$ cat config.mk
export PLATFORM = sky130hd
export DESIGN_NAME = core_exu
export DESIGN_NICKNAME = d
export VERILOG_FILES = /design/src/core_pkg.sv /design/src/core_exu.sv
export SDC_FILE = /design/constraint.sdc
export NUM_CORES = 2
export LEC_CHECK = 0
export BUFFER_PORTS_ARGS = -buffer_cell sky130_fd_sc_hd__buf_2
export CAP_MARGIN = 0
export CORE_MARGIN = 5
export CORE_UTILIZATION = 54
export DETAILED_ROUTE_END_ITERATION = 10
export PLACE_DENSITY = 0.84
export SLEW_MARGIN = 20
export SYNTH_ARGS = -nofsm -noshare
export SYNTH_HDL_FRONTEND = slang
export SYNTH_SLANG_ARGS = --single-unit
$ cat constraint.sdc
create_clock -name vclk -period 11.85
set_input_delay 3.555 -clock vclk [all_inputs]
set_output_delay 3.555 -clock vclk [all_outputs]
set_load 0.02 [all_outputs]
$ cat src/core_pkg.sv
package core_pkg;

  // Data path and register file geometry
  localparam int XLEN      = 64;
  localparam int REG_IDX_W = 5;
  localparam int NUM_REGS  = 32;

  localparam logic [XLEN-1:0] RESET_PC = 64'h8000_0000;

  // RV64I major opcodes
  localparam logic [6:0] OPC_R      = 7'b011_0011;
  localparam logic [6:0] OPC_I      = 7'b001_0011;
  localparam logic [6:0] OPC_LOAD   = 7'b000_0011;
  localparam logic [6:0] OPC_STORE  = 7'b010_0011;
  localparam logic [6:0] OPC_BRANCH = 7'b110_0011;
  localparam logic [6:0] OPC_JAL    = 7'b110_1111;
  localparam logic [6:0] OPC_JALR   = 7'b110_0111;
  localparam logic [6:0] OPC_LUI    = 7'b011_0111;
  localparam logic [6:0] OPC_AUIPC  = 7'b001_0111;
  localparam logic [6:0] OPC_SYSTEM = 7'b111_0011;

  // One-hot ALU operation flags
  typedef struct packed {
    logic add;
    logic sub;
    logic sll;
    logic slt;
    logic sltu;
    logic xor_;
    logic srl;
    logic sra;
    logic or_;
    logic and_;
    logic lui;
  } alu_op_t;

  // One-hot branch and jump operation
  typedef struct packed {
    logic jal;
    logic jalr;
    logic beq;
    logic bne;
    logic blt;
    logic bge;
    logic bltu;
    logic bgeu;
  } bjp_op_t;

  typedef struct packed {
    alu_op_t alu;
    bjp_op_t bjp;
    logic    is_alu;
    logic    is_bjp;
    logic    ebreak;
  } exu_info_t;

  // Decode to execute
  typedef struct packed {
    logic [XLEN-1:0]      op1;
    logic [XLEN-1:0]      op2;
    logic [XLEN-1:0]      op1_jp;
    logic [XLEN-1:0]      op2_jp;
    logic [REG_IDX_W-1:0] rd_idx;
    logic                 rd_wr_en;
    exu_info_t            info;
    logic                 illegal;
  } dec_out_t;

  // Execute to result stage
  typedef struct packed {
    logic [XLEN-1:0]      result;
    logic [XLEN-1:0]      next_pc;
    logic [REG_IDX_W-1:0] rd_idx;
    logic                 rd_wr_en;
    logic                 halt;
    logic                 illegal;
  } exe_out_t;

  // One record per retired instruction
  typedef struct packed {
    logic [XLEN-1:0]      pc;
    logic [XLEN-1:0]      next_pc;
    logic [REG_IDX_W-1:0] rd_idx;
    logic                 rd_wr_en;
    logic [XLEN-1:0]      rd_data;
    logic                 illegal;
  } commit_t;

endpackage
$ cat src/core_exu.sv
`timescale 1ns/1ps

module core_exu (
  input  core_pkg::dec_out_t        dec_i,
  input  logic [core_pkg::XLEN-1:0] pc_i,
  output core_pkg::exe_out_t        exe_o
);

  logic [core_pkg::XLEN-1:0] op1;
  logic [core_pkg::XLEN-1:0] op2;
  logic [5:0]                shamt;

  logic [core_pkg::XLEN-1:0] add_res;
  logic [core_pkg::XLEN-1:0] sub_res;
  logic [core_pkg::XLEN-1:0] sll_res;
  logic [core_pkg::XLEN-1:0] srl_res;
  logic [core_pkg::XLEN-1:0] sra_res;
  logic [core_pkg::XLEN-1:0] alu_res;

  logic                      eq;
  logic                      lt;
  logic                      ltu;
  logic                      taken;
  logic                      jump;
  logic [core_pkg::XLEN-1:0] target;
  logic [core_pkg::XLEN-1:0] pc_seq;

  core_pkg::alu_op_t alu;
  core_pkg::bjp_op_t bjp;

  assign op1   = dec_i.op1;
  assign op2   = dec_i.op2;
  assign alu   = dec_i.info.alu;
  assign bjp   = dec_i.info.bjp;
  assign shamt = op2[5:0];

  // Shared adder also forms the jump link value
  assign add_res = op1 + op2;
  assign sub_res = op1 - op2;
  assign sll_res = op1 << shamt;
  assign srl_res = op1 >> shamt;
  assign sra_res = $signed(op1) >>> shamt;

  assign eq  = op1 == op2;
  assign lt  = $signed(op1) < $signed(op2);
  assign ltu = op1 < op2;

  // One-hot select of the ALU result
  assign alu_res = ({64{alu.add}}  & add_res)
                 | ({64{alu.sub}}  & sub_res)
                 | ({64{alu.sll}}  & sll_res)
                 | ({64{alu.slt}}  & {63'd0, lt})
                 | ({64{alu.sltu}} & {63'd0, ltu})
                 | ({64{alu.xor_}} & (op1 ^ op2))
                 | ({64{alu.srl}}  & srl_res)
                 | ({64{alu.sra}}  & sra_res)
                 | ({64{alu.or_}}  & (op1 | op2))
                 | ({64{alu.and_}} & (op1 & op2))
                 | ({64{alu.lui}}  & op2);

  // Branch resolution
  assign taken = (bjp.beq  & eq)
               | (bjp.bne  & ~eq)
               | (bjp.blt  & lt)
               | (bjp.bge  & ~lt)
               | (bjp.bltu & ltu)
               | (bjp.bgeu & ~ltu);
  assign jump  = bjp.jal | bjp.jalr | taken;

  // JALR target has bit 0 cleared
  assign target = (dec_i.op1_jp + dec_i.op2_jp) & ~{63'd0, bjp.jalr};
  assign pc_seq = pc_i + 64'd4;

  always_comb begin
    if (dec_i.info.ebreak) begin
      exe_o.next_pc = pc_i;
    end else if (jump) begin
      exe_o.next_pc = target;
    end else begin
      exe_o.next_pc = pc_seq;
    end
  end

  assign exe_o.result   = dec_i.info.is_bjp ? add_res : alu_res;
  assign exe_o.rd_idx   = dec_i.rd_idx;
  assign exe_o.rd_wr_en = dec_i.rd_wr_en;
  assign exe_o.halt     = dec_i.info.ebreak;
  assign exe_o.illegal  = dec_i.illegal;

endmodule

==> flow_summary.yaml <==
outcome:
  status: "complete, no violations"
cells_and_area:
  fill_cells: 4621
  layout.nets: 4964
  postLayoutCellArea_um2: 29800
  synthToLayoutAreaGrowth_pct: 13.3
  clock_buffer_count: 0
  seq_cells: 0
  drive_above_1_share_pct: 19.9
  regArea_um2: 0
timing:
  fin_crit_ns: 11.71
  grt_setup_unrepaired: "no"
  setup_viol: 0
  whs_ns: 7.11
  fmax_mhz: 85.4
  worstMarginPinSlew_ns: 1.31
  timing.final.crit_share_pct: 98.8
  hold_viol: 0
  slew_viol_final: 0
  maxSlewHeadroom_pct: 12.5
global_route:
  antenna_found_initial: 10
  grt_pass1_vias: 32800
  grt-ovfl-total: 0
  grt_usage_pct: 52.4
  grt_pass1_wl_um: 216000
  grt_max_degree: 132
yosys:
  netlist_instances: 3953
  yosysWarnings: 0
  synth_top_area_cell: "ha_1"
  ys_seq_area_share_pct: 0
  ys_top_cells_by_area: "ha_1 (13%), mux4_2 (11%), a21oi_1 (8.3%)"
  syn-num-nets: 4588
  yosys.cell_types.count: 85
  syn_area_um2: 26300
  synth_top_area_share_pct: 13.5
  post_synth.cell_area_avg_um2: 6.66
hold_path:
  hold_path_end: "exe_o[3]"
  min_path_type: "in -> out"
  hold_depth: 0
  min-delay-start: "dec_i[24]"
setup_path:
  cp.required_ns: 8.30
  crit_path_max_fanout: 43
  critPathLaunchType: "input port"
  cp.arrival_ns: 8.16
  critPathKind: "in -> out"
  crit_path_end_kind: "primary output"
place:
  routabilityCongestion: 1.16
  dpl.hpwl_um: 122000
  placed_area_um2: 29800
  io_buffers: 470
floorplanning:
  start_util_pct: 54.9
  num_rows: 80
  die_h_um: 231
  core_um2: 47900
  dieArea_um2: 53200
  io_pins: 485
  die_x_um: 231
power_and_ir_drop:
  vdd_drop_max_v: 0.000112
  powerDensity_nw_per_um2: 64.2
  p_total_mw: 1.91
  p_leak_nw: 13.3
routing:
  firstDrtPassIters: 7
  routed_wl_um: 150000
  drt_iter0_drc: 6013
  drc: 0
  ant_nets: 0
  vias: 36200
  wire_per_inst_um: 30.2
  viasPerCell: 7.30
job:
  maxCapViolations: 0
## area by class of cell
type | instances | area, um^2 | share of cell area, %
diodes | 10 | 25.0 | 0.0839
inverters | 260 | 980 | 3.29
multi-input cells | 3407 | 24200 | 81.1
well taps | 615 | 769 | 2.58
repair buffers | 660 | 3870 | 13.0
## worst max-delay path by stage
stage                     startpoint   endpoint  depth (start not counted)
final                     dec_i[248]  exe_o[26]                         17
after global routing      dec_i[191]  exe_o[26]                         17
after CTS                 dec_i[191]  exe_o[26]                         17
after detailed placement  dec_i[191]  exe_o[26]                         17
after global placement    dec_i[191]  exe_o[26]                         17
after floorplan           dec_i[159]  exe_o[62]                         19
## layer usage
| layer | routed length [um] | vias to the layer above | track usage (%) |
|---|---|---|---|
| li1 | - | 15500 | - |
| met1 | 50600 | 16500 | 63.5 |
| met2 | 61100 | 3372 | 77.4 |
| met3 | 20900 | 800 | 13.8 |
| met4 | 16900 | 6 | 44.0 |
| met5 | 51 | - | 0 |
## Yosys cell counts, types with 49 or more instances
library cell	number
mux2i_1	119
mux4_2	130
o21ai_0	237
inv_1	249
nor3_1	75
nand2_1	336
clkbuf_1	168
a221oi_1	68
o22ai_1	85
o21bai_1	54
a21o_1	64
xnor2_1	106
buf_2	57
nand4_1	54
nor2_1	533
a211oi_1	49
ha_1	283
a31oi_1	58
nand3_1	90
a21oi_1	437
## power by group
group	total (mW)	internal, mW	switching (mW)
combinational	1.91	0.663	1.25
clock	0.0000000885	0.0000000884	0
sequential	0	0	0
## per-stage QoR
step                      utilization [%]  setup TNS, ns  setup slack [ns]  instances
after detailed placement             62.1              0             0.142       4941
after global routing                 62.2              0            0.0721       4949
final                                62.2              0             0.137       4952
after floorplan                         -        -0.0574           -0.0211       3953
after CTS                            62.1              0             0.124       4941
after global placement               62.1              0             0.299       4941
## timing repair
item / 4_1_cts / 5_1_grt
endpoints found under the setup margin: 0 / 47
buffers inserted: 0 / 0
hold buffers: 0 / 0
resized for setup: 0 / 3
## worst max-delay path: stages
cell and delay (ns):
buf_2 0.39, inv_1 0.10, ha_1 0.31, nor4_1 0.40, nand4_1 0.23, nor2_1 0.39, and4_1 0.42, mux2_1 0.38
a2111oi_2 0.39, o311ai_2 0.19, a21oi_4 0.17, buf_12 0.22, buf_4 0.20, a31oi_1 0.08, o22ai_1 0.33, buf_4 0.20
buf_2 0.16
## logic make-up (layout without fill, tap and decap cells)
logic type / Yosys count / after routing / share of synthesized area [%]
AOI/OAI and AO/OA: 1406 / 1406 / 34.7
xor gates and xnor gates: 143 / 143 / 4.76
muxes: 267 / 267 / 16.4
other: 0 / 10 / 0
adders and majority gates: 286 / 286 / 13.7
buffers and inverters: 546 / 920 / 8.26
and+or+nand+nor: 1305 / 1305 / 22.2
## cell usage in the layout (no fill, tap or decap), types with 106 or more instances in the layout
master	n
a21oi_1	437
xnor2_1	106
inv_1	249
mux4_2	130
ha_1	283
mux2i_1	119
nor2_1	531
buf_4	187
nand2_1	336
buf_2	466
o21ai_0	236
No activity file was read; power rests on OpenSTA's default activity.
