[config.mk]
export PLATFORM = sky130hd
export DESIGN_NAME = core_idu
export DESIGN_NICKNAME = d
export VERILOG_FILES = /design/src/core_pkg.sv /design/src/core_idu.sv
export SDC_FILE = /design/constraint.sdc
export NUM_CORES = 1
export LEC_CHECK = 0
export ABC_CLOCK_PERIOD_IN_PS = 2600
export BUFFER_PORTS_ARGS = -buffer_cell sky130_fd_sc_hd__buf_2
export CORE_AREA = 10 10 193 195
export DETAILED_ROUTE_END_ITERATION = 7
export DIE_AREA = 0 0 203 205
export GPL_TIMING_DRIVEN = 0
export REMOVE_ABC_BUFFERS = 1
export SLEW_MARGIN = 20
export SYNTH_ARGS = -nofsm -noshare
export SYNTH_HDL_FRONTEND = slang
export SYNTH_SLANG_ARGS = --single-unit
[constraint.sdc]
create_clock -name vclk -period 2.6
set_input_delay 0.13 -clock vclk [all_inputs]
set_output_delay 0.13 -clock vclk [all_outputs]
set_load 0.005 [all_outputs]
[src/core_pkg.sv]
package core_pkg;

  // Data path and register file geometry
  localparam int XLEN      = 64;
  localparam int REG_IDX_W = 5;
  localparam int NUM_REGS  = 32;

  localparam logic [XLEN-1:0] RESET_PC = 64'h8000_0000;

  // RV64I major opcodes
  localparam logic [6:0] OPC_R      = 7'b011_0011;
  localparam logic [6:0] OPC_I      = 7'b001_0011;
  localparam logic [6:0] OPC_LOAD   = 7'b000_0011;
  localparam logic [6:0] OPC_STORE  = 7'b010_0011;
  localparam logic [6:0] OPC_BRANCH = 7'b110_0011;
  localparam logic [6:0] OPC_JAL    = 7'b110_1111;
  localparam logic [6:0] OPC_JALR   = 7'b110_0111;
  localparam logic [6:0] OPC_LUI    = 7'b011_0111;
  localparam logic [6:0] OPC_AUIPC  = 7'b001_0111;
  localparam logic [6:0] OPC_SYSTEM = 7'b111_0011;

  // One-hot ALU operation flags
  typedef struct packed {
    logic add;
    logic sub;
    logic sll;
    logic slt;
    logic sltu;
    logic xor_;
    logic srl;
    logic sra;
    logic or_;
    logic and_;
    logic lui;
  } alu_op_t;

  // One-hot branch and jump operation
  typedef struct packed {
    logic jal;
    logic jalr;
    logic beq;
    logic bne;
    logic blt;
    logic bge;
    logic bltu;
    logic bgeu;
  } bjp_op_t;

  typedef struct packed {
    alu_op_t alu;
    bjp_op_t bjp;
    logic    is_alu;
    logic    is_bjp;
    logic    ebreak;
  } exu_info_t;

  // Decode to execute
  typedef struct packed {
    logic [XLEN-1:0]      op1;
    logic [XLEN-1:0]      op2;
    logic [XLEN-1:0]      op1_jp;
    logic [XLEN-1:0]      op2_jp;
    logic [REG_IDX_W-1:0] rd_idx;
    logic                 rd_wr_en;
    exu_info_t            info;
    logic                 illegal;
  } dec_out_t;

  // Execute to result stage
  typedef struct packed {
    logic [XLEN-1:0]      result;
    logic [XLEN-1:0]      next_pc;
    logic [REG_IDX_W-1:0] rd_idx;
    logic                 rd_wr_en;
    logic                 halt;
    logic                 illegal;
  } exe_out_t;

  // One record per retired instruction
  typedef struct packed {
    logic [XLEN-1:0]      pc;
    logic [XLEN-1:0]      next_pc;
    logic [REG_IDX_W-1:0] rd_idx;
    logic                 rd_wr_en;
    logic [XLEN-1:0]      rd_data;
    logic                 illegal;
  } commit_t;

endpackage
[src/core_idu.sv]
`timescale 1ns/1ps

module core_idu (
  input  logic [31:0]                    inst_i,
  input  logic [core_pkg::XLEN-1:0]      pc_i,
  input  logic [core_pkg::XLEN-1:0]      rs1_data_i,
  input  logic [core_pkg::XLEN-1:0]      rs2_data_i,
  output logic [core_pkg::REG_IDX_W-1:0] rs1_idx_o,
  output logic [core_pkg::REG_IDX_W-1:0] rs2_idx_o,
  output core_pkg::dec_out_t             dec_o
);

  logic [6:0] opcode;
  logic [4:0] rd;
  logic [2:0] funct3;
  logic [6:0] funct7;
  logic [5:0] funct6;

  logic is_r, is_i, is_load, is_store, is_b;
  logic is_jal, is_jalr, is_lui, is_auipc, is_sys;
  logic f7_zero, f7_alt, f6_zero, f6_alt;

  logic [core_pkg::XLEN-1:0] imm_i, imm_s, imm_b, imm_j, imm_u, imm;

  core_pkg::alu_op_t alu;
  core_pkg::bjp_op_t bjp;
  logic              ebreak;
  logic              is_alu;
  logic              is_bjp;

  assign opcode = inst_i[6:0];
  assign rd     = inst_i[11:7];
  assign funct3 = inst_i[14:12];
  assign funct7 = inst_i[31:25];
  // RV64 shift immediates carry a 6-bit shamt
  assign funct6 = inst_i[31:26];

  assign rs1_idx_o = inst_i[19:15];
  assign rs2_idx_o = inst_i[24:20];

  // Opcode classes
  assign is_r     = opcode == core_pkg::OPC_R;
  assign is_i     = opcode == core_pkg::OPC_I;
  assign is_load  = opcode == core_pkg::OPC_LOAD;
  assign is_store = opcode == core_pkg::OPC_STORE;
  assign is_b     = opcode == core_pkg::OPC_BRANCH;
  assign is_jal   = opcode == core_pkg::OPC_JAL;
  assign is_jalr  = opcode == core_pkg::OPC_JALR;
  assign is_lui   = opcode == core_pkg::OPC_LUI;
  assign is_auipc = opcode == core_pkg::OPC_AUIPC;
  assign is_sys   = opcode == core_pkg::OPC_SYSTEM;

  assign f7_zero = funct7 == 7'b000_0000;
  assign f7_alt  = funct7 == 7'b010_0000;
  assign f6_zero = funct6 == 6'b00_0000;
  assign f6_alt  = funct6 == 6'b01_0000;

  // Immediates sign extended from bit 31
  assign imm_i = {{52{inst_i[31]}}, inst_i[31:20]};
  assign imm_s = {{52{inst_i[31]}}, inst_i[31:25], inst_i[11:7]};
  assign imm_b = {{52{inst_i[31]}}, inst_i[7], inst_i[30:25], inst_i[11:8], 1'b0};
  assign imm_j = {{44{inst_i[31]}}, inst_i[19:12], inst_i[20], inst_i[30:21], 1'b0};
  assign imm_u = {{32{inst_i[31]}}, inst_i[31:12], 12'b0};

  assign imm = ({64{is_i | is_load | is_jalr}} & imm_i)
             | ({64{is_store}}                 & imm_s)
             | ({64{is_b}}                     & imm_b)
             | ({64{is_jal}}                   & imm_j)
             | ({64{is_lui | is_auipc}}        & imm_u);

  // ALU instruction flags for the R and I forms
  assign alu.add  = (is_r & (funct3 == 3'd0) & f7_zero) | (is_i & (funct3 == 3'd0)) | is_auipc;
  assign alu.sub  = is_r & (funct3 == 3'd0) & f7_alt;
  assign alu.sll  = (is_r & (funct3 == 3'd1) & f7_zero) | (is_i & (funct3 == 3'd1) & f6_zero);
  assign alu.slt  = (is_r & (funct3 == 3'd2) & f7_zero) | (is_i & (funct3 == 3'd2));
  assign alu.sltu = (is_r & (funct3 == 3'd3) & f7_zero) | (is_i & (funct3 == 3'd3));
  assign alu.xor_ = (is_r & (funct3 == 3'd4) & f7_zero) | (is_i & (funct3 == 3'd4));
  assign alu.srl  = (is_r & (funct3 == 3'd5) & f7_zero) | (is_i & (funct3 == 3'd5) & f6_zero);
  assign alu.sra  = (is_r & (funct3 == 3'd5) & f7_alt)  | (is_i & (funct3 == 3'd5) & f6_alt);
  assign alu.or_  = (is_r & (funct3 == 3'd6) & f7_zero) | (is_i & (funct3 == 3'd6));
  assign alu.and_ = (is_r & (funct3 == 3'd7) & f7_zero) | (is_i & (funct3 == 3'd7));
  assign alu.lui  = is_lui;

  // Branch and jump flags
  assign bjp.jal  = is_jal;
  assign bjp.jalr = is_jalr & (funct3 == 3'd0);
  assign bjp.beq  = is_b & (funct3 == 3'd0);
  assign bjp.bne  = is_b & (funct3 == 3'd1);
  assign bjp.blt  = is_b & (funct3 == 3'd4);
  assign bjp.bge  = is_b & (funct3 == 3'd5);
  assign bjp.bltu = is_b & (funct3 == 3'd6);
  assign bjp.bgeu = is_b & (funct3 == 3'd7);

  // Only the exact EBREAK encoding is accepted
  assign ebreak = is_sys & (funct3 == 3'd0) & (inst_i[31:20] == 12'd1)
                & (rd == 5'd0) & (inst_i[19:15] == 5'd0);

  assign is_alu = |alu;
  assign is_bjp = |bjp;

  // Operand selection
  assign dec_o.op1 = ({64{is_r | is_i | is_b | is_load | is_store}} & rs1_data_i)
                   | ({64{is_auipc | is_jal | is_jalr}}             & pc_i);

  assign dec_o.op2 = ({64{is_r | is_b}}                               & rs2_data_i)
                   | ({64{is_i | is_load | is_store | is_lui | is_auipc}} & imm)
                   | ({64{is_jal | is_jalr}}                          & 64'd4);

  // Jump target operands
  assign dec_o.op1_jp = ({64{is_jalr}}         & rs1_data_i)
                      | ({64{is_b | is_jal}}   & pc_i);
  assign dec_o.op2_jp = {64{is_b | is_jal | is_jalr}} & imm;

  assign dec_o.rd_idx = rd;
  // Only ALU ops and jumps write rd and never to x0
  assign dec_o.rd_wr_en = (rd != 5'd0) & (is_alu | bjp.jal | bjp.jalr);

  assign dec_o.info.alu    = alu;
  assign dec_o.info.bjp    = bjp;
  assign dec_o.info.is_alu = is_alu;
  assign dec_o.info.is_bjp = is_bjp;
  assign dec_o.info.ebreak = ebreak;

  assign dec_o.illegal = ~(is_alu | is_bjp | ebreak);

endmodule

==> metrics.yaml <==
status: "complete, no violations"
synth_commonest_cells: "a22o_1, buf_4, nor2_1, nand2_1, a21o_1"
grtUsageTotal: 0.117
layout_setup_ws_ps: 137
switching_share: 0.534
synth.top_cells.by_area: "a22o_1, buf_4, a21o_1"
fillers: 3800
power_frac_seq: 0
ys_seq_area_frac: 0
yosysWarningCount: 0
wirelength_um: 28600
syn-cell-area_um2: 3210
dp_cells: 1343
worstMarginPinSlew_ps: 795
report.final.hold_viol_count: 0
dp_hpwl_um: 24100
nClkBuffers: 0
gp_congestion: 0.893
ant_nets: 0
power_mw: 0.478
power.leakage_nw: 3.73
coreArea_um2: 33300
syn_area_per_cell_um2: 6.75
final_max_slew_viol_count: 0
setup_viol_count_final: 0
p_sw_mw: 0.256
fin_area_um2: 5920
layout.nets: 1124
drc: 0
min_period_ps: 2460
yosysMostFrequentCell: "a22o_1"
comb_power_share: 1.000
cp.arrival_ps: 2330
grt_pass1_vias: 5778
fp-row-count: 67
critical_path_class: "primary input to output pin"
yosysUniqueCellTypes: 49
maxCapViolations: 0
drive_gt1_frac: 0.615
grt_overflow: 0
vias: 5671
synth_top_area_cell: "a22o_1"
slew_headroom: 0.470
grt_max_degree: 65
ios: 519
viasPerCell: 4.21
drtPass1Iterations: 4
fin_cells: 1347
drtIter0Drc: 330
placed_area_um2: 5840
grt_pass1_wl_um: 38300
p_int_mw: 0.223
syn_to_final_growth_pct: 84.6
ctsHoldBuffers: 0
start_kind: "primary input"
holdWs_ps: 459
finalCritPeriodShare: 0.947
regArea_um2: 0
ir_worst_vdd_v: 0.0000338
synth_top_area_frac: 0.366
start_util: 0.0964
dieArea_um2: 41600
die_w_um: 203
antenna_found_initial: 3
dp_slack_ps: -724
netlist_instances: 475
crit_path_end_kind: "output pin"
setup_tns_ps: 0
utilization: 0.178
hold_path_class: "primary input to output pin"
place.port_buffers: 519
seq_cell_count: 0
timing.fmax_mhz: 406
fp.dieH_um: 205
p_clk_frac: 0
crit_required_ps: 2470
cellPowerDensity_nw_per_um2: 80.8
wl_per_cell_um: 21.2
critPathMaxFanout: 28
-- kinds of logic after synthesis --
kind of cell | Yosys count | share of synthesized area
compound gates | 232 | 0.571
xor+xnor | 1 | 0.00273
buf+inv | 113 | 0.214
simple gates | 129 | 0.213
-- per-layer routing --
metal,GRT usage,vias to the layer above,routed length [um]
li1,-,2623,-
met1,0.126,2654,10500
met2,0.224,374,14800
met3,0.0381,20,2940
met4,0.0107,0,339
met5,0,-,0
-- critical path, stage by stage --
cell     delay, ps
buf_2          200
nor2b_1        370
nand3_1        290
o21ai_4        480
buf_16         240
buf_16         190
a22o_1         240
buf_2          150
-- cell type report --
cell class / instances / area [um2] / share of cell area
well taps: 448 / 561 / 0.0947
diodes: 1 / 2.50 / 0.000423
multi-input cells: 365 / 2630 / 0.444
repair buffers: 523 / 2690 / 0.455
inverters: 10 / 37.5 / 0.00634
-- placed cells by master, fill, tap and decap left out, types with 2 or more instances in the layout --
master,count
buf_2,519
a22o_1,134
nor2_1,39
nand2_1,36
a21o_1,34
a21oi_1,26
inv_1,10
o21ai_1,10
o21ai_0,8
a221o_1,8
nor2_4,6
a22oi_1,5
nor3_1,5
nor4_1,4
or4_1,3
nand3_1,3
nor2b_1,2
and2_1,2
nand4b_1,2
nor2_2,2
and3_2,2
or2_2,2
nand2_4,2
or3_4,2
nand4_1,2
nor4b_2,2
buf_12,2
buf_16,2
-- what timing repair did --
action | CTS | global route
gates cloned | 1 | 2
setup endpoints to repair | 155 | 53
buffers inserted | 0 | 0
pin swaps | 1 | 3
gates resized for setup | 9 | 5
hold endpoints to repair | 0 | 0
-- path summary, 6_finish.rpt --
check / start / endpoint / slack (ps) / cells after the start
max: inst_i[6] / dec_o[243] / 140 / 8
min: inst_i[9] / dec_o[26] / 460 / 2
-- power groups by stage --
stage / registers (mW) / clock network [mW] / logic, mW
2_1_floorplan: 0 / 0 / 0.117
3_3_place_gp: 0 / 0 / 0.458
3_5_place_dp: 0 / 0 / 0.469
4_1_cts: 0 / 0 / 0.474
5_1_grt: 0 / 0 / 0.520
6_report: 0 / 0.0000000515 / 0.478
Power figures use the tool's default switching activity.
