$ cat src/core_pkg.sv
package core_pkg;

  // Data path and register file geometry
  localparam int XLEN      = 64;
  localparam int REG_IDX_W = 5;
  localparam int NUM_REGS  = 32;

  localparam logic [XLEN-1:0] RESET_PC = 64'h8000_0000;

  // RV64I major opcodes
  localparam logic [6:0] OPC_R      = 7'b011_0011;
  localparam logic [6:0] OPC_I      = 7'b001_0011;
  localparam logic [6:0] OPC_LOAD   = 7'b000_0011;
  localparam logic [6:0] OPC_STORE  = 7'b010_0011;
  localparam logic [6:0] OPC_BRANCH = 7'b110_0011;
  localparam logic [6:0] OPC_JAL    = 7'b110_1111;
  localparam logic [6:0] OPC_JALR   = 7'b110_0111;
  localparam logic [6:0] OPC_LUI    = 7'b011_0111;
  localparam logic [6:0] OPC_AUIPC  = 7'b001_0111;
  localparam logic [6:0] OPC_SYSTEM = 7'b111_0011;

  // One-hot ALU operation flags
  typedef struct packed {
    logic add;
    logic sub;
    logic sll;
    logic slt;
    logic sltu;
    logic xor_;
    logic srl;
    logic sra;
    logic or_;
    logic and_;
    logic lui;
  } alu_op_t;

  // One-hot branch and jump operation
  typedef struct packed {
    logic jal;
    logic jalr;
    logic beq;
    logic bne;
    logic blt;
    logic bge;
    logic bltu;
    logic bgeu;
  } bjp_op_t;

  typedef struct packed {
    alu_op_t alu;
    bjp_op_t bjp;
    logic    is_alu;
    logic    is_bjp;
    logic    ebreak;
  } exu_info_t;

  // Decode to execute
  typedef struct packed {
    logic [XLEN-1:0]      op1;
    logic [XLEN-1:0]      op2;
    logic [XLEN-1:0]      op1_jp;
    logic [XLEN-1:0]      op2_jp;
    logic [REG_IDX_W-1:0] rd_idx;
    logic                 rd_wr_en;
    exu_info_t            info;
    logic                 illegal;
  } dec_out_t;

  // Execute to result stage
  typedef struct packed {
    logic [XLEN-1:0]      result;
    logic [XLEN-1:0]      next_pc;
    logic [REG_IDX_W-1:0] rd_idx;
    logic                 rd_wr_en;
    logic                 halt;
    logic                 illegal;
  } exe_out_t;

  // One record per retired instruction
  typedef struct packed {
    logic [XLEN-1:0]      pc;
    logic [XLEN-1:0]      next_pc;
    logic [REG_IDX_W-1:0] rd_idx;
    logic                 rd_wr_en;
    logic [XLEN-1:0]      rd_data;
    logic                 illegal;
  } commit_t;

endpackage
$ cat src/core_wbu.sv
`timescale 1ns/1ps

module core_wbu (
  input  logic                           clk_i,
  input  logic                           rst_n_i,
  input  logic                           inst_valid_i,
  input  core_pkg::exe_out_t             exe_i,
  output logic [core_pkg::XLEN-1:0]      pc_o,
  output logic                           rf_wr_en_o,
  output logic [core_pkg::REG_IDX_W-1:0] rf_wr_idx_o,
  output logic [core_pkg::XLEN-1:0]      rf_wr_data_o,
  output logic                           commit_valid_o,
  output core_pkg::commit_t              commit_o,
  output logic                           halt_o
);

  logic                      accept;
  logic [core_pkg::XLEN-1:0] pc_q;
  logic                      halt_q;
  logic                      commit_valid_q;
  core_pkg::commit_t         commit_q;

  // Nothing retires once halted
  assign accept = inst_valid_i & ~halt_q;

  assign rf_wr_en_o   = accept & exe_i.rd_wr_en;
  assign rf_wr_idx_o  = exe_i.rd_idx;
  assign rf_wr_data_o = exe_i.result;

  // PC, halt flag and commit strobe
  always_ff @(posedge clk_i) begin
    if (!rst_n_i) begin
      pc_q           <= core_pkg::RESET_PC;
      halt_q         <= 1'b0;
      commit_valid_q <= 1'b0;
    end else begin
      commit_valid_q <= accept;
      if (accept) begin
        pc_q   <= exe_i.next_pc;
        halt_q <= exe_i.halt;
      end
    end
  end

  // Commit payload captured on acceptance
  always_ff @(posedge clk_i) begin
    if (accept) begin
      commit_q.pc       <= pc_q;
      commit_q.next_pc  <= exe_i.next_pc;
      commit_q.rd_idx   <= exe_i.rd_idx;
      commit_q.rd_wr_en <= exe_i.rd_wr_en;
      commit_q.rd_data  <= exe_i.result;
      commit_q.illegal  <= exe_i.illegal;
    end
  end

  assign pc_o           = pc_q;
  assign halt_o         = halt_q;
  assign commit_valid_o = commit_valid_q;
  assign commit_o       = commit_q;

endmodule

$ cat config.mk
export PLATFORM = sky130hd
export DESIGN_NAME = core_wbu
export DESIGN_NICKNAME = d
export VERILOG_FILES = /design/src/core_pkg.sv /design/src/core_wbu.sv
export SDC_FILE = /design/constraint.sdc
export NUM_CORES = 1
export LEC_CHECK = 0
export BUFFER_PORTS_ARGS = -buffer_cell sky130_fd_sc_hd__buf_2
export CORE_AREA = 2 2 184 186
export CTS_BUF_LIST = sky130_fd_sc_hd__clkbuf_8
export DETAILED_ROUTE_END_ITERATION = 12
export DIE_AREA = 0 0 186 188
export SYNTH_ARGS = -nofsm -noshare
export SYNTH_HDL_FRONTEND = slang
export SYNTH_SLANG_ARGS = --single-unit
$ cat constraint.sdc
create_clock -name clk_i -period 3.6 [get_ports clk_i]
set_input_delay 0.54 -clock clk_i [delete_from_list [all_inputs] [get_ports clk_i]]
set_output_delay 0.54 -clock clk_i [all_outputs]
set_load 0.05 [all_outputs]
==> qor.txt, run 1 <==
TritonCTS Buffers: 43
Synth Instances: 553
Post-synth top area cell: edfxtp_1
Gr usage total: 13.0%
Rows: 67
Post-DR vias/cell: 4.03
Final #Nets: 1126
Status: finished, final reports clean
Drt wl/cell: 16.5 um
CP Data Arrival Time: 1.80 ns
Relative max-transition margin: 53.6%
Hold path startpoint: exe_i[0]
Synthesized area per cell: 16.5 sq um
Final Power: 7.50 mW
Netlist cell types: 16
Worst-Margin Slew: 0.696 ns
Setup TNS: 0 ns
Worst R2R Setup Slack: 1.57 ns
Final Max Slew Viols: 0
Final hold viol count: 0
Worst R2R Path Depth: 3
First-pass GRT wire length: 34100 um
IO Pins: 474
Busiest layer in global routing: met2
Drt first pass iters: 4
Post-CTS Hold Fix Bufs: 0
CP Capture Type: primary output
CP startpoint kind: flop
Routed wire length: 24300 um
Fmax: 0.427 GHz
Pre-CTS WS: 1.19 ns
Total global routing overflow: 0
Post-Syn Area: 0.00913 sq mm
Diodes inserted: 0
Critical path type: reg2out
GP Congestion: 0.762
Worst-path clk slew: 0.06 ns
Reg2Reg Capture Point: commit_o[162]
Worst-path cell chain: nor2b_4 -> and2_1 -> buf_2
Worst reg2reg path startpoint: halt_o
Grt met1 use: 13.7%
CTS tree: done
Post-CTS resize count: 0
Max cap viols: 0
Vias in the first global route: 5806
Filler Cell Count: 3242
Final ANT Viol Nets: 0
Leading post-synthesis cells by cell area: edfxtp_1, dfxtp_1, mux2i_1, buf_4, nand2_1
P&R area growth vs syn: 35.1%
RSZ-0062 raised after global routing: false
Crit path required time: 3.06 ns
Crit-path max FO: 11
Core area: 0.0331 sq mm
Most frequent cells in the layout: buf_2, edfxtp_1, nand2_1, dfxtp_1, mux2i_1
Setup Buffers After CTS: 0
Met3 Track Usage GR: 5.34%
Worst path slowest cell: nor2b_4
Hold endpoint: commit_o[0]
Initial Utilization: 27.6%
Initial antenna violation count: 2
Dpl hpwl: 18200 um
Yosys reg bits: 265
Worst min-delay path class: in2reg
Setup-failing EPs final: 0
Clock tree sinks: 265
GRT met2 Usage: 22.6%
Final worst setup slack: 1.26 ns
Synth top area share: 65.5%
CP top delay family: simple AND/OR/NAND/NOR gates
H-Tree Depth: 2
Post-route clock period utilization: 65.1%
Worst skew pair latency: 0.52 ns
Starting DRT DRC Count: 195
Worst Skew: 0.00857 ns
Die Ht: 188 um
Clock Tree Root: clkbuf_8
Power density over the cells: 608 mW/mm^2
Largest net degree at the start of global routing: 86
Worst hold path depth: 1
Post-synthesis sequential area ratio: 79.9%
Clk buf depth: 3
Lkg Pwr: 5.56 nW
Worst vdd ir: 0.343 mV
Slowest cell delay on critical path: 0.44 ns
Post-layout min period: 2.34 ns
CP bufs+invs: 1
Chip width: 186 um
Vias: 5915
Port Buffer Count: 473
Syn. warnings: 0
Most common cell after layout, fill and taps aside: buf_2
DR DRC count: 0
Syn nets: 692
Die area: 0.0350 sq mm
Share of layout cells above drive strength 1: 52.5%
layer usage:
layer | vias to the layer above | part of all wire [%]
met3 | 59 | 11
met2 | 323 | 49
met4 | 4 | 3.6
li1 | 2752 | -
met1 | 2777 | 36
met5 | - | 0.095
power breakdown:
group          internal, mW  leakage [nW]  switching [mW]
sequential             3.52          2.48          0.0735
combinational         0.270          2.56            1.12
clock                  1.37         0.516            1.14
total                  5.16          5.56            2.34
cells in the mapped netlist:
library cell  instances
mux2i_1              63
buf_2                10
nor2b_4               1
a21oi_1               1
nor2b_1               1
buf_8                 3
clkbuf_1              4
nand3b_1              1
buf_4                72
nand2_1             126
o211ai_1              1
buf_6                 2
and2_1                2
edfxtp_1            199
dfxtp_1              66
inv_1                 1
flip-flops by register name, indices dropped and copies added, names as in the netlist:
name,cells
pc_o,64
commit_o,199
halt_o,1
commit_valid_o,1
area by class of cell:
cell class / instances / area (sq um) / area share (%)
Tap cell: 448 / 561 / 4.54
Inverter: 1 / 3.75 / 0.0304
Timing Repair Buffer: 480 / 2470 / 20.0
Sequential cell: 265 / 7300 / 59.2
Clock buffer: 52 / 716 / 5.80
Multi-Input combinational cell: 196 / 1160 / 9.37
Clock inverter: 27 / 130 / 1.05
how the worst max path moves through the flow:
stage | from | to | slack, ns | cells past startpoint
2_1_floorplan | halt_o | rf_wr_en_o | 0.54 | 5
6_report | halt_o | rf_wr_en_o | 1.26 | 3
5_1_grt | halt_o | rf_wr_en_o | 1.10 | 3
3_5_place_dp | inst_valid_i | commit_o[101] | 1.19 | 4
3_3_place_gp | inst_valid_i | commit_o[105] | 1.23 | 4
4_1_cts | halt_o | rf_wr_en_o | 1.14 | 3
stage by stage:
step                hold slack (ns)  util, %  std cells  instance area (sq um)
CTS                           0.146     37.3       1469                  12300
global placement              0.435     34.7       1390                  11500
detailed placement            0.434     34.7       1390                  11500
global route                  0.147     37.3       1469                  12300
floorplan                     0.639        -        553                   9130
finish                        0.191     37.3       1469                  12300
cells by family after synthesis:
| group | count (synthesis) | share of synthesized area (%) |
|---|---|---|
| AO/OA/AOI/OAI | 2 | 0.137 |
| buffers and inverters | 92 | 7.41 |
| flip-flops | 265 | 79.9 |
| multiplexers | 63 | 6.91 |
| AND/OR/NAND/NOR | 131 | 5.62 |
No activity file was read; power rests on OpenSTA's default activity.
==> inputs of run 2 (changes only) <==
--- a/config.mk
+++ b/config.mk
@@ -5,11 +5,12 @@
 export SDC_FILE = /design/constraint.sdc
 export NUM_CORES = 1
 export LEC_CHECK = 0
+export ABC_AREA = 1
 export BUFFER_PORTS_ARGS = -buffer_cell sky130_fd_sc_hd__buf_2
-export CORE_AREA = 2 2 184 186
+export CORE_AREA = 2 2 185 187
 export CTS_BUF_LIST = sky130_fd_sc_hd__clkbuf_8
 export DETAILED_ROUTE_END_ITERATION = 12
-export DIE_AREA = 0 0 186 188
+export DIE_AREA = 0 0 187 189
 export SYNTH_ARGS = -nofsm -noshare
 export SYNTH_HDL_FRONTEND = slang
 export SYNTH_SLANG_ARGS = --single-unit
==> constraint.sdc (replaced) <==
create_clock -name clk_i -period 2.3 [get_ports clk_i]
set_input_delay 0.345 -clock clk_i [delete_from_list [all_inputs] [get_ports clk_i]]
set_output_delay 0.345 -clock clk_i [all_outputs]
set_load 0.05 [all_outputs]
==> qor.txt, run 2 <==
Status: finished, final reports clean
Placed Area: 0.0117 sq mm
Worst-Margin Slew: 0.776 ns
Dpl hpwl: 18200 um
FFs w/ async S/R, synth: 0%
Worst vdd ir: 0.452 mV
Initial antenna violation count: 1
Clock Tree Root: clkbuf_8
Drt first pass iters: 4
Total global routing overflow: 0
First-pass GRT wire length: 40600 um
Setup TNS: 0 ns
Worst-path clk slew: 0.06 ns
Synthesized area per cell: 13.5 sq um
TritonCTS Buffers: 45
Multi-input gate area: 0.00107 sq mm
Post-synthesis sequential area ratio: 78.7%
Worst skew pair latency: 0.57 ns
Crit path required time: 1.96 ns
Fmax: 0.533 GHz
Relative max-transition margin: 48.3%
Yosys reg bits: 265
Most common cell after layout, fill and taps aside: buf_2
Post-route clock period utilization: 81.6%
Core area: 0.0333 sq mm
Max cap viols: 0
Synth Instances: 689
Lkg Pwr: 6.50 nW
IO Pins: 474
Critical path type: reg2out
Syn nets: 828
Post-synth top area cell: edfxtp_1
Largest net degree at the start of global routing: 105
GP Congestion: 0.768
Chip width: 187 um
Synth top area share: 64.5%
Post-CTS resize count: 0
Initial Utilization: 27.9%
Netlist cell types: 13
Rows: 67
Clk buf depth: 3
Post-Syn Area: 0.00927 sq mm
Drt wl/cell: 15.7 um
Post-CTS Hold Fix Bufs: 136
Final hold viol count: 0
CP startpoint kind: flop
RSZ-0062 raised after global routing: false
Worst min-delay path class: in2reg
Syn. warnings: 0
CP Data Arrival Time: 1.53 ns
H-Tree Depth: 2
Worst Skew: 0.0269 ns
Vias in the first global route: 7081
Setup Buffers After CTS: 0
Filler Cell Count: 3106
Post-DR vias/cell: 4.02
Final Max Slew Viols: 0
Max reg flops: 199
Post-layout min period: 1.88 ns
Starting DRT DRC Count: 268
Dpl cells: 1524
Leading post-synthesis cells by cell area: edfxtp_1, dfxtp_1, buf_4, nor2_1, nand3_1
Die Ht: 189 um
Power density over the cells: 873 mW/mm^2
Final #Nets: 1398
Final ANT Viol Nets: 0
CTS tree: done
Final Power: 12.1 mW
Top FF cell, synth: edfxtp_1
Commonest cells in the netlist: edfxtp_1, nor2_1, buf_4
Vias: 7013
Port Buffer Count: 473
Share of layout cells above drive strength 1: 42.2%
Finished Core Util: 41.7%
Clock tree sinks: 265
Routed wire length: 27500 um
Final instance area: 0.0139 sq mm
Reg area: 0.00730 sq mm
Gr usage total: 15.0%
Most common cell in the netlist: edfxtp_1
CP Capture Type: primary output
Most frequent cells in the layout: buf_2, edfxtp_1, dlygate4sd3_1, nor2_1, inv_1
Final std cells w/o fill: 1746
Die area: 0.0353 sq mm
EDFF count, synth: 199
DR DRC count: 0
Setup-failing EPs final: 0
Crit-path max FO: 3
P&R area growth vs syn: 49.9%
## run 2: stage by stage
stage / setup WS, ns / hold slack, ns
final: 0.422 / 0.188
after global routing: 0.283 / 0.184
after CTS: 0.327 / 0.137
after detailed placement: 0.764 / 0.441
after global placement: 0.763 / 0.434
after floorplan: 0.0982 / 0.444
## run 2: per-layer routing
| metal | vias up | track usage, % | part of all wire, % |
|---|---|---|---|
| met3 | 60 | 5.45 | 8.4 |
| met4 | 0 | 6.47 | 3.2 |
| met5 | - | 0 | 0 |
| met1 | 3268 | 16.4 | 38 |
| met2 | 324 | 26.3 | 50 |
| li1 | 3361 | - | - |
## run 2: cells by family (layout without fill, tap and decap cells)
logic type	Yosys count	in the layout	share of synthesized area (%)
AO/OA/AOI/OAI	1	1	0.0539
buffers and inverters	163	770	9.73
flip-flops	265	265	78.7
other	0	2	0
AND/OR/NAND/NOR	260	260	11.5
## run 2: report_power, final
group,switching (mW),internal [mW]
Sequential,0.133,5.53
Combinational,1.94,0.606
Clock,1.87,2.03
Total,3.95,8.17
## run 2: worst paths after layout
path	startpoint	end	slack (ns)	depth (start not counted)
worst max-delay path	halt_o	rf_wr_en_o	0.42	4
worst min-delay path	inst_valid_i	commit_valid_o	0.19	3
worst max register to register	halt_o	commit_o[30]	0.82	2
worst min register to register	pc_o[46]	commit_o[181]	0.45	0
## run 2: area by class of cell
class	instances	share of cell area, %
Sequential cell	265	52.5
Multi-Input combinational cell	261	7.70
Timing Repair Buffer	619	27.8
Clock buffer	51	5.05
Clock inverter	33	1.02
Antenna cell	2	0.0360
Inverter	67	1.81
Tap cell	448	4.03
## run 2: worst max-delay path, stage by stage, from the launching register on
cell and delay [ns]:
dfxtp_1 0.35, inv_2 0.07, nand2_1 0.15, nor2_1 0.13, buf_2 0.27
